`config.mk`:
```
export PLATFORM = sky130hd
export DESIGN_NAME = gameport_top
export DESIGN_NICKNAME = d
export VERILOG_FILES = /design/src/gameport_pkg.sv /design/src/axis_timer.sv /design/src/gameport_regs.sv /design/src/gameport_top.sv /design/src/gravis_serializer.sv
export VERILOG_INCLUDE_DIRS = /design/src
export SDC_FILE = /design/constraint.sdc
export NUM_CORES = 1
export LEC_CHECK = 0
export ABC_AREA = 0
export BUFFER_PORTS_ARGS = -buffer_cell sky130_fd_sc_hd__buf_2
export CAP_MARGIN = 0
export CORE_ASPECT_RATIO = 0.75
export CORE_MARGIN = 2
export CORE_UTILIZATION = 40
export CTS_BUF_LIST = sky130_fd_sc_hd__clkbuf_16
export CTS_CLUSTER_SIZE = 28
export DETAILED_ROUTE_END_ITERATION = 8
export SYNTH_ARGS = -nofsm -noshare
export SYNTH_HDL_FRONTEND = slang
export SYNTH_SLANG_ARGS = --single-unit
```
`constraint.sdc`:
```
create_clock -name clk -period 3.5 [get_ports clk]
set_input_delay 0.7 -clock clk [delete_from_list [all_inputs] [get_ports clk]]
set_output_delay 0.7 -clock clk [all_outputs]
set_load 0.05 [all_outputs]
```
`src/gameport_params.svh`:
```
// Constants assume a clock near 90.5 MHz; the prescaler count and axis presets are fixed
`ifndef GAMEPORT_PARAMS_SVH
`define GAMEPORT_PARAMS_SVH

// ==========================================================
// APB register addresses (byte offsets, 4-bit decode)
// ==========================================================
`define GP_ADDR_PORT 4'h0
`define GP_ADDR_CTRL 4'h4
`define GP_ADDR_RATE 4'h8

// ==========================================================
// Axis timing
// ==========================================================
// Prescaler terminal count, counters step every 101 clocks
`define GP_TICK_DIV 7'd100

// Digital pad presets, left/up, centre, right/down
`define GP_AXIS_MIN 8'd4
`define GP_AXIS_CTR 8'd128
`define GP_AXIS_MAX 8'd252

// Exclusive bounds on the raw stick byte for analog detect
`define GP_DZ_LO 8'd60
`define GP_DZ_HI 8'd196

// ==========================================================
// Gravis serial clock
// ==========================================================
// Toggle rate in Hz, two toggles per 20 kHz bit
`define GP_GRAVIS_HZ 28'd40000
// Rate register after reset, in Hz
`define GP_RATE_RESET 28'd90500000

`endif

```
`src/gameport_pkg.sv`:
```
// Types only; pad bits are 1 when pressed and stick bytes are raw two's complement values
package gameport_pkg;

	// One axis timer count or preset
	typedef logic [7:0] axis_val_t;

	// System clock frequency in Hz
	typedef logic [27:0] rate_t;

	// Axis flags, bit 0 p1 x, bit 1 p1 y, bit 2 p2 x, bit 3 p2 y
	typedef logic [3:0] axis_active_t;

	// Operating mode, CTRL bits 1:0
	typedef enum logic [1:0] {
		GP_MODE_TWO    = 2'd0,
		GP_MODE_FOUR   = 2'd1,
		GP_MODE_GRAVIS = 2'd2,
		GP_MODE_OFF    = 2'd3
	} gp_mode_t;

	// Digital inputs of one player, first field is the top bit
	typedef struct packed {
		logic l2;
		logic r2;
		logic l1;
		logic r1;
		logic sel;
		logic start;
		logic but4;
		logic but3;
		logic but2;
		logic but1;
		logic up;
		logic down;
		logic left;
		logic right;
	} pad_t;

	// Analog stick, each byte signed and centred at 0
	typedef struct packed {
		logic [7:0] y;
		logic [7:0] x;
	} stick_t;

	// APB request without wait states
	typedef struct packed {
		logic        psel;
		logic        penable;
		logic        pwrite;
		logic [3:0]  paddr;
		logic [31:0] pwdata;
	} apb_req_t;

endpackage

```
`src/axis_timer.sv`:
```
// Axis pulse length is 101 clocks per count; no analog calibration, stick bytes are used as is
`include "gameport_params.svh"

module axis_timer (
	input  logic                       clk,
	input  logic                       rst_n,
	input  logic                       fire,
	input  gameport_pkg::pad_t         pad1,
	input  gameport_pkg::pad_t         pad2,
	input  gameport_pkg::stick_t       stick1,
	input  gameport_pkg::stick_t       stick2,
	output gameport_pkg::axis_active_t axis_active
);

	import gameport_pkg::*;

	// Counts 0 to GP_TICK_DIV, one step period per wrap
	logic [6:0] tick_div;
	// 0 p1 x, 1 p1 y, 2 p2 x, 3 p2 y
	axis_val_t  cnt [4];
	axis_val_t  load_val [4];
	// Sticky source per player, 1 means analog
	logic [1:0] use_ana;
	pad_t       pad_a [2];
	stick_t     stick_a [2];

	// Stick byte strictly inside the detect window
	function automatic logic in_window(input logic [7:0] b);
		return (b > `GP_DZ_LO) && (b < `GP_DZ_HI);
	endfunction

	// Signed byte to offset binary
	function automatic axis_val_t ana_load(input logic [7:0] b);
		return {~b[7], b[6:0]};
	endfunction

	// Low direction wins over high
	function automatic axis_val_t dig_load(input logic lo, input logic hi);
		if (lo) return `GP_AXIS_MIN;
		if (hi) return `GP_AXIS_MAX;
		return `GP_AXIS_CTR;
	endfunction

	assign pad_a[0]   = pad1;
	assign pad_a[1]   = pad2;
	assign stick_a[0] = stick1;
	assign stick_a[1] = stick2;

	// ==========================================================
	// Source selection
	// ==========================================================
	always_ff @(posedge clk) begin
		if (!rst_n) begin
			use_ana <= 2'b00;
		end else begin
			for (int p = 0; p < 2; p++) begin
				if (in_window(stick_a[p].x) || in_window(stick_a[p].y)) begin
					use_ana[p] <= 1'b1;
				end else if (pad_a[p].right || pad_a[p].left || pad_a[p].down ||
					pad_a[p].up) begin
					// D-pad pressed with the stick parked at an edge
					use_ana[p] <= 1'b0;
				end
			end
		end
	end

	// Load values from the current source
	always_comb begin
		for (int p = 0; p < 2; p++) begin
			if (use_ana[p]) begin
				load_val[2*p]   = ana_load(stick_a[p].x);
				load_val[2*p+1] = ana_load(stick_a[p].y);
			end else begin
				load_val[2*p]   = dig_load(pad_a[p].left, pad_a[p].right);
				load_val[2*p+1] = dig_load(pad_a[p].up, pad_a[p].down);
			end
		end
	end

	// ==========================================================
	// Prescaler and one-shot counters
	// ==========================================================
	always_ff @(posedge clk) begin
		if (!rst_n) begin
			tick_div <= 7'd0;
			for (int i = 0; i < 4; i++) begin
				cnt[i] <= `GP_AXIS_CTR;
			end
		end else if (fire) begin
			// Restart so the first step comes a full period later
			tick_div <= 7'd0;
			for (int i = 0; i < 4; i++) begin
				cnt[i] <= load_val[i];
			end
		end else if (tick_div == `GP_TICK_DIV) begin
			tick_div <= 7'd0;
			for (int i = 0; i < 4; i++) begin
				// Hold at zero
				if (cnt[i] != 8'd0) cnt[i] <= cnt[i] - 8'd1;
			end
		end else begin
			tick_div <= tick_div + 7'd1;
		end
	end

	always_comb begin
		for (int i = 0; i < 4; i++) begin
			axis_active[i] = (cnt[i] != 8'd0);
		end
	end

endmodule

```
`src/gameport_regs.sv`:
```
// Zero-wait APB slave without error response; PORT reads return the status byte one cycle old
`include "gameport_params.svh"

module gameport_regs (
	input  logic                       clk,
	input  logic                       rst_n,
	input  gameport_pkg::apb_req_t     req,
	output logic [31:0]                prdata,
	input  gameport_pkg::axis_active_t axis_active,
	input  logic                       grav_clk,
	input  logic [1:0]                 grav_data,
	input  gameport_pkg::pad_t         pad1,
	input  gameport_pkg::pad_t         pad2,
	output gameport_pkg::gp_mode_t     mode,
	output gameport_pkg::rate_t        rate,
	output logic                       fire
);

	import gameport_pkg::*;

	// Per-player disable, bit 0 P1, bit 1 P2
	logic [1:0] dis;
	logic       wr_en;
	logic       rd_en;
	// Disable flag spread over the four bit pairs of one half
	logic [3:0] player_dis;
	logic [3:0] btn_raw;
	logic [3:0] btn_dis;
	logic [7:0] status;

	// ==========================================================
	// APB decode
	// ==========================================================
	// Write lands at the end of the access cycle
	assign wr_en = req.psel && req.penable && req.pwrite;
	assign rd_en = req.psel && !req.pwrite;

	always_ff @(posedge clk) begin
		if (!rst_n) begin
			mode <= GP_MODE_TWO;
			dis  <= 2'b00;
			rate <= `GP_RATE_RESET;
			fire <= 1'b0;
		end else begin
			// One-cycle start pulse for the axis timers, data ignored
			fire <= wr_en && (req.paddr == `GP_ADDR_PORT);
			if (wr_en && (req.paddr == `GP_ADDR_CTRL)) begin
				mode <= gp_mode_t'(req.pwdata[1:0]);
				dis  <= req.pwdata[3:2];
			end
			if (wr_en && (req.paddr == `GP_ADDR_RATE)) begin
				rate <= req.pwdata[27:0];
			end
		end
	end

	// Read mux, unmapped offsets give zero
	always_comb begin
		prdata = 32'h0;
		if (rd_en) begin
			case (req.paddr)
				`GP_ADDR_PORT: prdata = {24'h0, status};
				`GP_ADDR_CTRL: prdata = {28'h0, dis, mode};
				`GP_ADDR_RATE: prdata = {4'h0, rate};
				default:       prdata = 32'h0;
			endcase
		end
	end

	// ==========================================================
	// Status byte
	// ==========================================================
	assign player_dis = {dis[1], dis[1], dis[0], dis[0]};

	// Button half, low-active buttons or the raw serial lines
	always_comb begin
		case (mode)
			GP_MODE_FOUR: begin
				// All four buttons from P1
				btn_raw = {~pad1.but4, ~pad1.but3, ~pad1.but2, ~pad1.but1};
				btn_dis = {4{dis[0]}};
			end
			GP_MODE_GRAVIS: begin
				// Clock on 4 and 6, data on 5 (P1) and 7 (P2)
				btn_raw = {grav_data[1], grav_clk, grav_data[0], grav_clk};
				btn_dis = player_dis;
			end
			default: begin
				// Two buttons per player
				btn_raw = {~pad2.but2, ~pad2.but1, ~pad1.but2, ~pad1.but1};
				btn_dis = player_dis;
			end
		endcase
	end

	// Registered every cycle
	always_ff @(posedge clk) begin
		if (mode == GP_MODE_OFF) begin
			// Nothing attached, port floats high
			status <= 8'hff;
		end else begin
			status <= {btn_raw | btn_dis, axis_active | player_dis};
		end
	end

endmodule

```
`src/gameport_top.sv`:
```
// Single clock domain with synchronous reset; APB transfers complete in the access cycle
module gameport_top (
	input  logic                   clk,
	input  logic                   rst_n,
	input  gameport_pkg::apb_req_t req,
	output logic [31:0]            prdata,
	input  gameport_pkg::pad_t     pad1,
	input  gameport_pkg::pad_t     pad2,
	input  gameport_pkg::stick_t   stick1,
	input  gameport_pkg::stick_t   stick2
);

	import gameport_pkg::*;

	// Register block to timers
	logic         fire;
	rate_t        rate;
	// Back to the status byte
	axis_active_t axis_active;
	logic         grav_clk;
	logic [1:0]   grav_data;

	// ==========================================================
	// CPU registers and status byte
	// ==========================================================
	gameport_regs i_gameport_regs (
		.clk         (clk),
		.rst_n       (rst_n),
		.req         (req),
		.prdata      (prdata),
		.axis_active (axis_active),
		.grav_clk    (grav_clk),
		.grav_data   (grav_data),
		.pad1        (pad1),
		.pad2        (pad2),
		// Mode is consumed inside the register block only
		.mode        (),
		.rate        (rate),
		.fire        (fire)
	);

	// Axis one-shots
	axis_timer i_axis_timer (
		.clk         (clk),
		.rst_n       (rst_n),
		.fire        (fire),
		.pad1        (pad1),
		.pad2        (pad2),
		.stick1      (stick1),
		.stick2      (stick2),
		.axis_active (axis_active)
	);

	// Gravis GamePad Pro frames
	gravis_serializer i_gravis_serializer (
		.clk       (clk),
		.rst_n     (rst_n),
		.rate      (rate),
		.pad1      (pad1),
		.pad2      (pad2),
		.grav_clk  (grav_clk),
		.grav_data (grav_data)
	);

endmodule

```
`src/gravis_serializer.sv`:
```
// Serial clock is a plain register in clk; the rate must exceed GP_GRAVIS_HZ for a valid period
`include "gameport_params.svh"

module gravis_serializer (
	input  logic                clk,
	input  logic                rst_n,
	input  gameport_pkg::rate_t rate,
	input  gameport_pkg::pad_t  pad1,
	input  gameport_pkg::pad_t  pad2,
	output logic                grav_clk,
	output logic [1:0]          grav_data
);

	import gameport_pkg::*;

	// One bit wider than the rate so the sum never wraps
	logic [28:0] acc;
	logic [28:0] acc_sum;
	logic        grav_clk_q;
	logic        grav_rise;
	// Frame position 0 to 23
	logic [4:0]  pos;

	// Bit of one player's frame at a position, pressed is 1
	function automatic logic frame_bit(input pad_t pd, input logic [4:0] p);
		case (p)
			5'd1, 5'd2, 5'd3, 5'd4, 5'd5: return 1'b1;
			5'd7:  return pd.sel;
			5'd8:  return pd.start;
			5'd9:  return pd.r2;
			5'd10: return pd.but4;
			5'd12: return pd.l2;
			5'd13: return pd.but2;
			5'd14: return pd.but1;
			5'd15: return pd.but3;
			5'd17: return pd.l1;
			5'd18: return pd.r1;
			5'd19: return pd.up;
			5'd20: return pd.down;
			5'd22: return pd.right;
			5'd23: return pd.left;
			// Frame start and group separators
			default: return 1'b0;
		endcase
	endfunction

	// ==========================================================
	// Phase accumulator clock
	// ==========================================================
	assign acc_sum = acc + {1'b0, `GP_GRAVIS_HZ};

	always_ff @(posedge clk) begin
		if (!rst_n) begin
			acc      <= 29'd0;
			grav_clk <= 1'b0;
		end else if (acc_sum >= {1'b0, rate}) begin
			// Wrap keeps the remainder so the average rate is exact
			acc      <= acc_sum - {1'b0, rate};
			grav_clk <= ~grav_clk;
		end else begin
			acc <= acc_sum;
		end
	end

	// ==========================================================
	// Frame shifter
	// ==========================================================
	assign grav_rise = grav_clk && !grav_clk_q;

	// Data moves after the rising edge, steady at the falling one
	always_ff @(posedge clk) begin
		if (!rst_n) begin
			grav_clk_q <= 1'b0;
			pos        <= 5'd0;
			grav_data  <= 2'b00;
		end else begin
			grav_clk_q <= grav_clk;
			if (grav_rise) begin
				grav_data <= {frame_bit(pad2, pos), frame_bit(pad1, pos)};
				pos       <= (pos == 5'd23) ? 5'd0 : pos + 5'd1;
			end
		end
	end

endmodule

```
==> results.yml <==
clock_network:
  cts_buffers: 17
  cts_root_buffer: "clkbuf_16"
  path_clk_slew_ns: 0.06
  tritoncts: "built"
  clock_latency_ns: 0.43
  htree_levels: 4
  cts_num_sinks: 120
  clk_path_buf_depth: 2
synth:
  syn_area_mm2: 0.008263
  synth-seq-cells: 120
  synth_cell_types: 73
  ys.flop_type: "dfxtp_1"
  synth-edff-count: 32
  avgSynthCellArea_um2: 8.093
  synthCells: 1021
  async_flop_share: 0
  ys_seq_area_frac: 0.3295
  yosysWarnings: 0
floorplan:
  placementRows: 45
  die_x_um: 170.0
  ioPinCount: 133
  start_util: 0.4077
  die_y_um: 128.5
  die-area_mm2: 0.02183
  core_area_mm2: 0.02027
setup_path:
  crit_path_start_kind: "flop"
  worstPathRequired_ns: 3.82
  arrival_ns: 4.06
  critPathCaptureType: "flop"
  r2r_slack_ns: -0.25
  worstReg2RegEnd: "i_gravis_serializer.acc[27]"
  r2r-start: "i_gravis_serializer.acc[6]"
  ff2ff_path_depth: 17
  crit_fanout: 11
  crit_type: "reg -> reg"
pwr:
  clock_power_share: 0.420
  internal_power_w: 0.002765
  sw_frac_of_total: 0.2871
  comb_power_share: 0.190
  power_w: 0.003878
  pwr-share-seq: 0.390
  p_leak_nw: 4.585
  ir_drop_mv: 0.2682
  power.switching_w: 0.001113
  power_density_mw_per_mm2: 376.5
timing:
  setup_viol_count_final: 30
  skew_ns: 0.008311
  hold_viol_final: 0
  fmax_ghz: 0.2670
  slew_headroom: 0.1566
  finalWorstSetupSlack_ns: -0.2459
  final.period_utilization: 1.070
  fin_crit_ns: 3.746
  finalMaxSlewViolations: 0
  setup_tns_ns: -4.978
  grt_setup_unrepaired: "yes"
  tightest_slew_ns: 1.252
final_layout:
  seq_area_mm2: 0.002724
  fill_cells: 1994
  syn_to_final_growth_pct: 24.64
  drive_gt1_frac: 0.2224
  nets: 1341
  utilization: 0.5081
  instances_no_fill: 1464
  multi_input_area_mm2: 0.005216
  final_cell_area_mm2: 0.01030
route:
  wl_per_cell_um: 16.28
  drt_wl_total_mm: 23.83
  antenna_left: 0
  first_pass_iters: 5
  post-route-drc-count: 0
  via_per_inst: 5.294
  dr_total_vias: 7751
  first_iter_violations: 557
place:
  hpwl_mm: 17.74
  place_congestion: 0.8682
  io_buffer_count: 124
  dp.cells: 1423
  dpl_cell_area_mm2: 0.009543
job:
  cap_violations: 0
status:
  outcome: "finished with violations"
  violations: "setup timing"
global_route:
  globalRouteTotalUtil: 0.2229
  grt_max_degree: 57
  antenna_found_initial: 1
  first_global_vias: 7390
  grt_pass1_wl_mm: 38.18
  gr-total-overflow: 0
worst_hold_path:
  worstHoldPathType: "reg -> reg"
  whs_path_depth: 2
  min_delay_worst_endpoint: "i_gameport_regs.rate[17]"
  hold_path_startpoint: "i_gameport_regs.rate[17]"
-- through the flow --
step	setup slack, ns	hold slack [ns]
finish	-0.2459	0.4538
CTS	-0.2322	0.4558
global placement	-0.2499	0.4424
detailed placement	-0.2999	0.4481
floorplan	-0.002365	0.4258
global route	-0.4224	0.4722
-- power by group through the flow --
stage	sequential [W]	clock, W	combinational [W]
floorplan	0.00152	0	0.000465
global placement	0.00154	0	0.000710
detailed placement	0.00154	0	0.000712
CTS	0.00151	0.00165	0.000728
global route	0.00152	0.00172	0.000812
finish	0.00151	0.00163	0.000736
-- registers in the layout, summed over array words and instances (netlist names) --
| signal | count |
|---|---|
| i_axis_timer.cnt | 32 |
| i_gravis_serializer.acc | 29 |
| i_gameport_regs.rate | 28 |
| i_gameport_regs.status | 8 |
| i_axis_timer.tick_div | 7 |
| i_gravis_serializer.pos | 5 |
| i_axis_timer.use_ana | 2 |
| i_gameport_regs.dis | 2 |
| i_gameport_regs.mode | 2 |
| i_gravis_serializer.grav_data | 2 |
| i_gameport_regs.fire | 1 |
| i_gravis_serializer.grav_clk | 1 |
| i_gravis_serializer.grav_clk_q | 1 |
-- layout make-up --
| class | count | area share |
|---|---|---|
| Clock inverter | 15 | 0.01093 |
| Timing Repair Buffer | 198 | 0.1226 |
| Tap cell | 258 | 0.03135 |
| Sequential cell | 120 | 0.2645 |
| Antenna cell | 1 | 0.0002430 |
| Multi-Input combinational cell | 793 | 0.5065 |
| Inverter | 62 | 0.02260 |
| Clock buffer | 17 | 0.04131 |
-- how the worst max path moves through the flow --
stage	start	endpoint	slack, ns	depth (start not counted)
floorplan	i_gravis_serializer.acc[6]	i_gravis_serializer.acc[15]	-0.002	17
global placement	i_gravis_serializer.acc[6]	i_gravis_serializer.acc[23]	-0.25	17
detailed placement	i_gravis_serializer.acc[6]	i_gravis_serializer.acc[25]	-0.30	17
CTS	i_gravis_serializer.acc[6]	i_gravis_serializer.acc[27]	-0.23	17
global route	i_gravis_serializer.acc[6]	i_gravis_serializer.acc[28]	-0.42	17
finish	i_gravis_serializer.acc[6]	i_gravis_serializer.acc[27]	-0.25	17
-- per-layer routing --
layer  part of all wire  global-route usage
met5                  0                   0
met4              0.014             0.06938
met3              0.058             0.04153
met2               0.42              0.3335
met1               0.51              0.3254
-- cells in the mapped netlist, types with 5 or more instances --
cell type / n / area (um2)
nand2_1: 119 / 446.7
a211oi_1: 10 / 75.07
o21ai_1: 9 / 45.04
nor3b_1: 5 / 37.54
nand4_1: 13 / 81.33
or4_1: 9 / 67.56
nand3_1: 21 / 105.1
or3_1: 8 / 50.05
edfxtp_1: 32 / 960.9
inv_1: 62 / 232.7
o21ai_0: 33 / 165.2
dfxtp_1: 88 / 1762
a21oi_1: 77 / 385.4
nor4_1: 5 / 31.28
mux2i_1: 40 / 400.4
o31ai_1: 8 / 60.06
o211ai_1: 17 / 127.6
buf_4: 5 / 37.54
clkbuf_1: 37 / 138.9
xor2_1: 33 / 289.0
nand3b_1: 6 / 45.04
o22ai_1: 6 / 37.54
and3_1: 11 / 68.82
nand2b_1: 10 / 62.56
nor2b_1: 20 / 125.1
a21o_1: 9 / 67.56
ha_1: 47 / 588.1
xnor2_1: 40 / 350.3
a31oi_1: 11 / 68.82
nor2_1: 117 / 439.2
nor3_1: 36 / 180.2
-- layout by cell type (no fill, tap or decap), types with 6 or more instances in the layout --
cell | synthesis | final
mux2i_1 | 40 | 40
or4_1 | 9 | 8
clkinv_2 | 0 | 6
inv_1 | 62 | 62
nand3_1 | 21 | 20
nand2_1 | 119 | 115
nor2_1 | 117 | 116
a31oi_1 | 11 | 11
edfxtp_1 | 32 | 32
nor3_1 | 36 | 36
or3_1 | 8 | 7
o31ai_1 | 8 | 7
nand3b_1 | 6 | 6
xor2_1 | 33 | 33
o21ai_0 | 33 | 33
xnor2_1 | 40 | 36
dfxtp_1 | 88 | 87
nand4_1 | 13 | 13
a211oi_1 | 10 | 10
nor2b_1 | 20 | 18
o211ai_1 | 17 | 17
clkbuf_16 | 0 | 17
nand2b_1 | 10 | 10
a21oi_1 | 77 | 76
a21o_1 | 9 | 9
buf_4 | 5 | 68
o22ai_1 | 6 | 6
and3_1 | 11 | 10
buf_2 | 3 | 124
ha_1 | 47 | 46
-- timing repair --
action,CTS,global route
buffers inserted,5,1
pin swaps,4,4
hold buffers,0,0
resized for setup,16,6
setup endpoints to repair,30,30
cloned,2,0
-- worst max-delay path: stages, from the launching register on --
cell and delay, ns:
dfxtp_2 0.33, a41o_1 0.26, or3_4 0.34, and3_4 0.20, or2_4 0.24, nand4_1 0.13, xnor2_2 0.08, ha_1 0.31
nand3_2 0.09, or4_4 0.48, o21ai_2 0.14, a21oi_1 0.08, nor2b_1 0.19, o41ai_4 0.10, buf_6 0.15, buf_12 0.15
and3_1 0.18, a31o_1 0.17
-- kinds of logic after synthesis --
logic type      count (synthesis)  share of synthesized area
compound gates                222                     0.1760
fa+ha+maj                      48                    0.07359
mux                            41                    0.04982
flops                         120                     0.3295
simple gates                  404                     0.2341
buf+inv                       111                    0.05587
xor+xnor                       74                    0.08071
other cells                     1                  0.0004538
(Power assumes the default switching activity.)
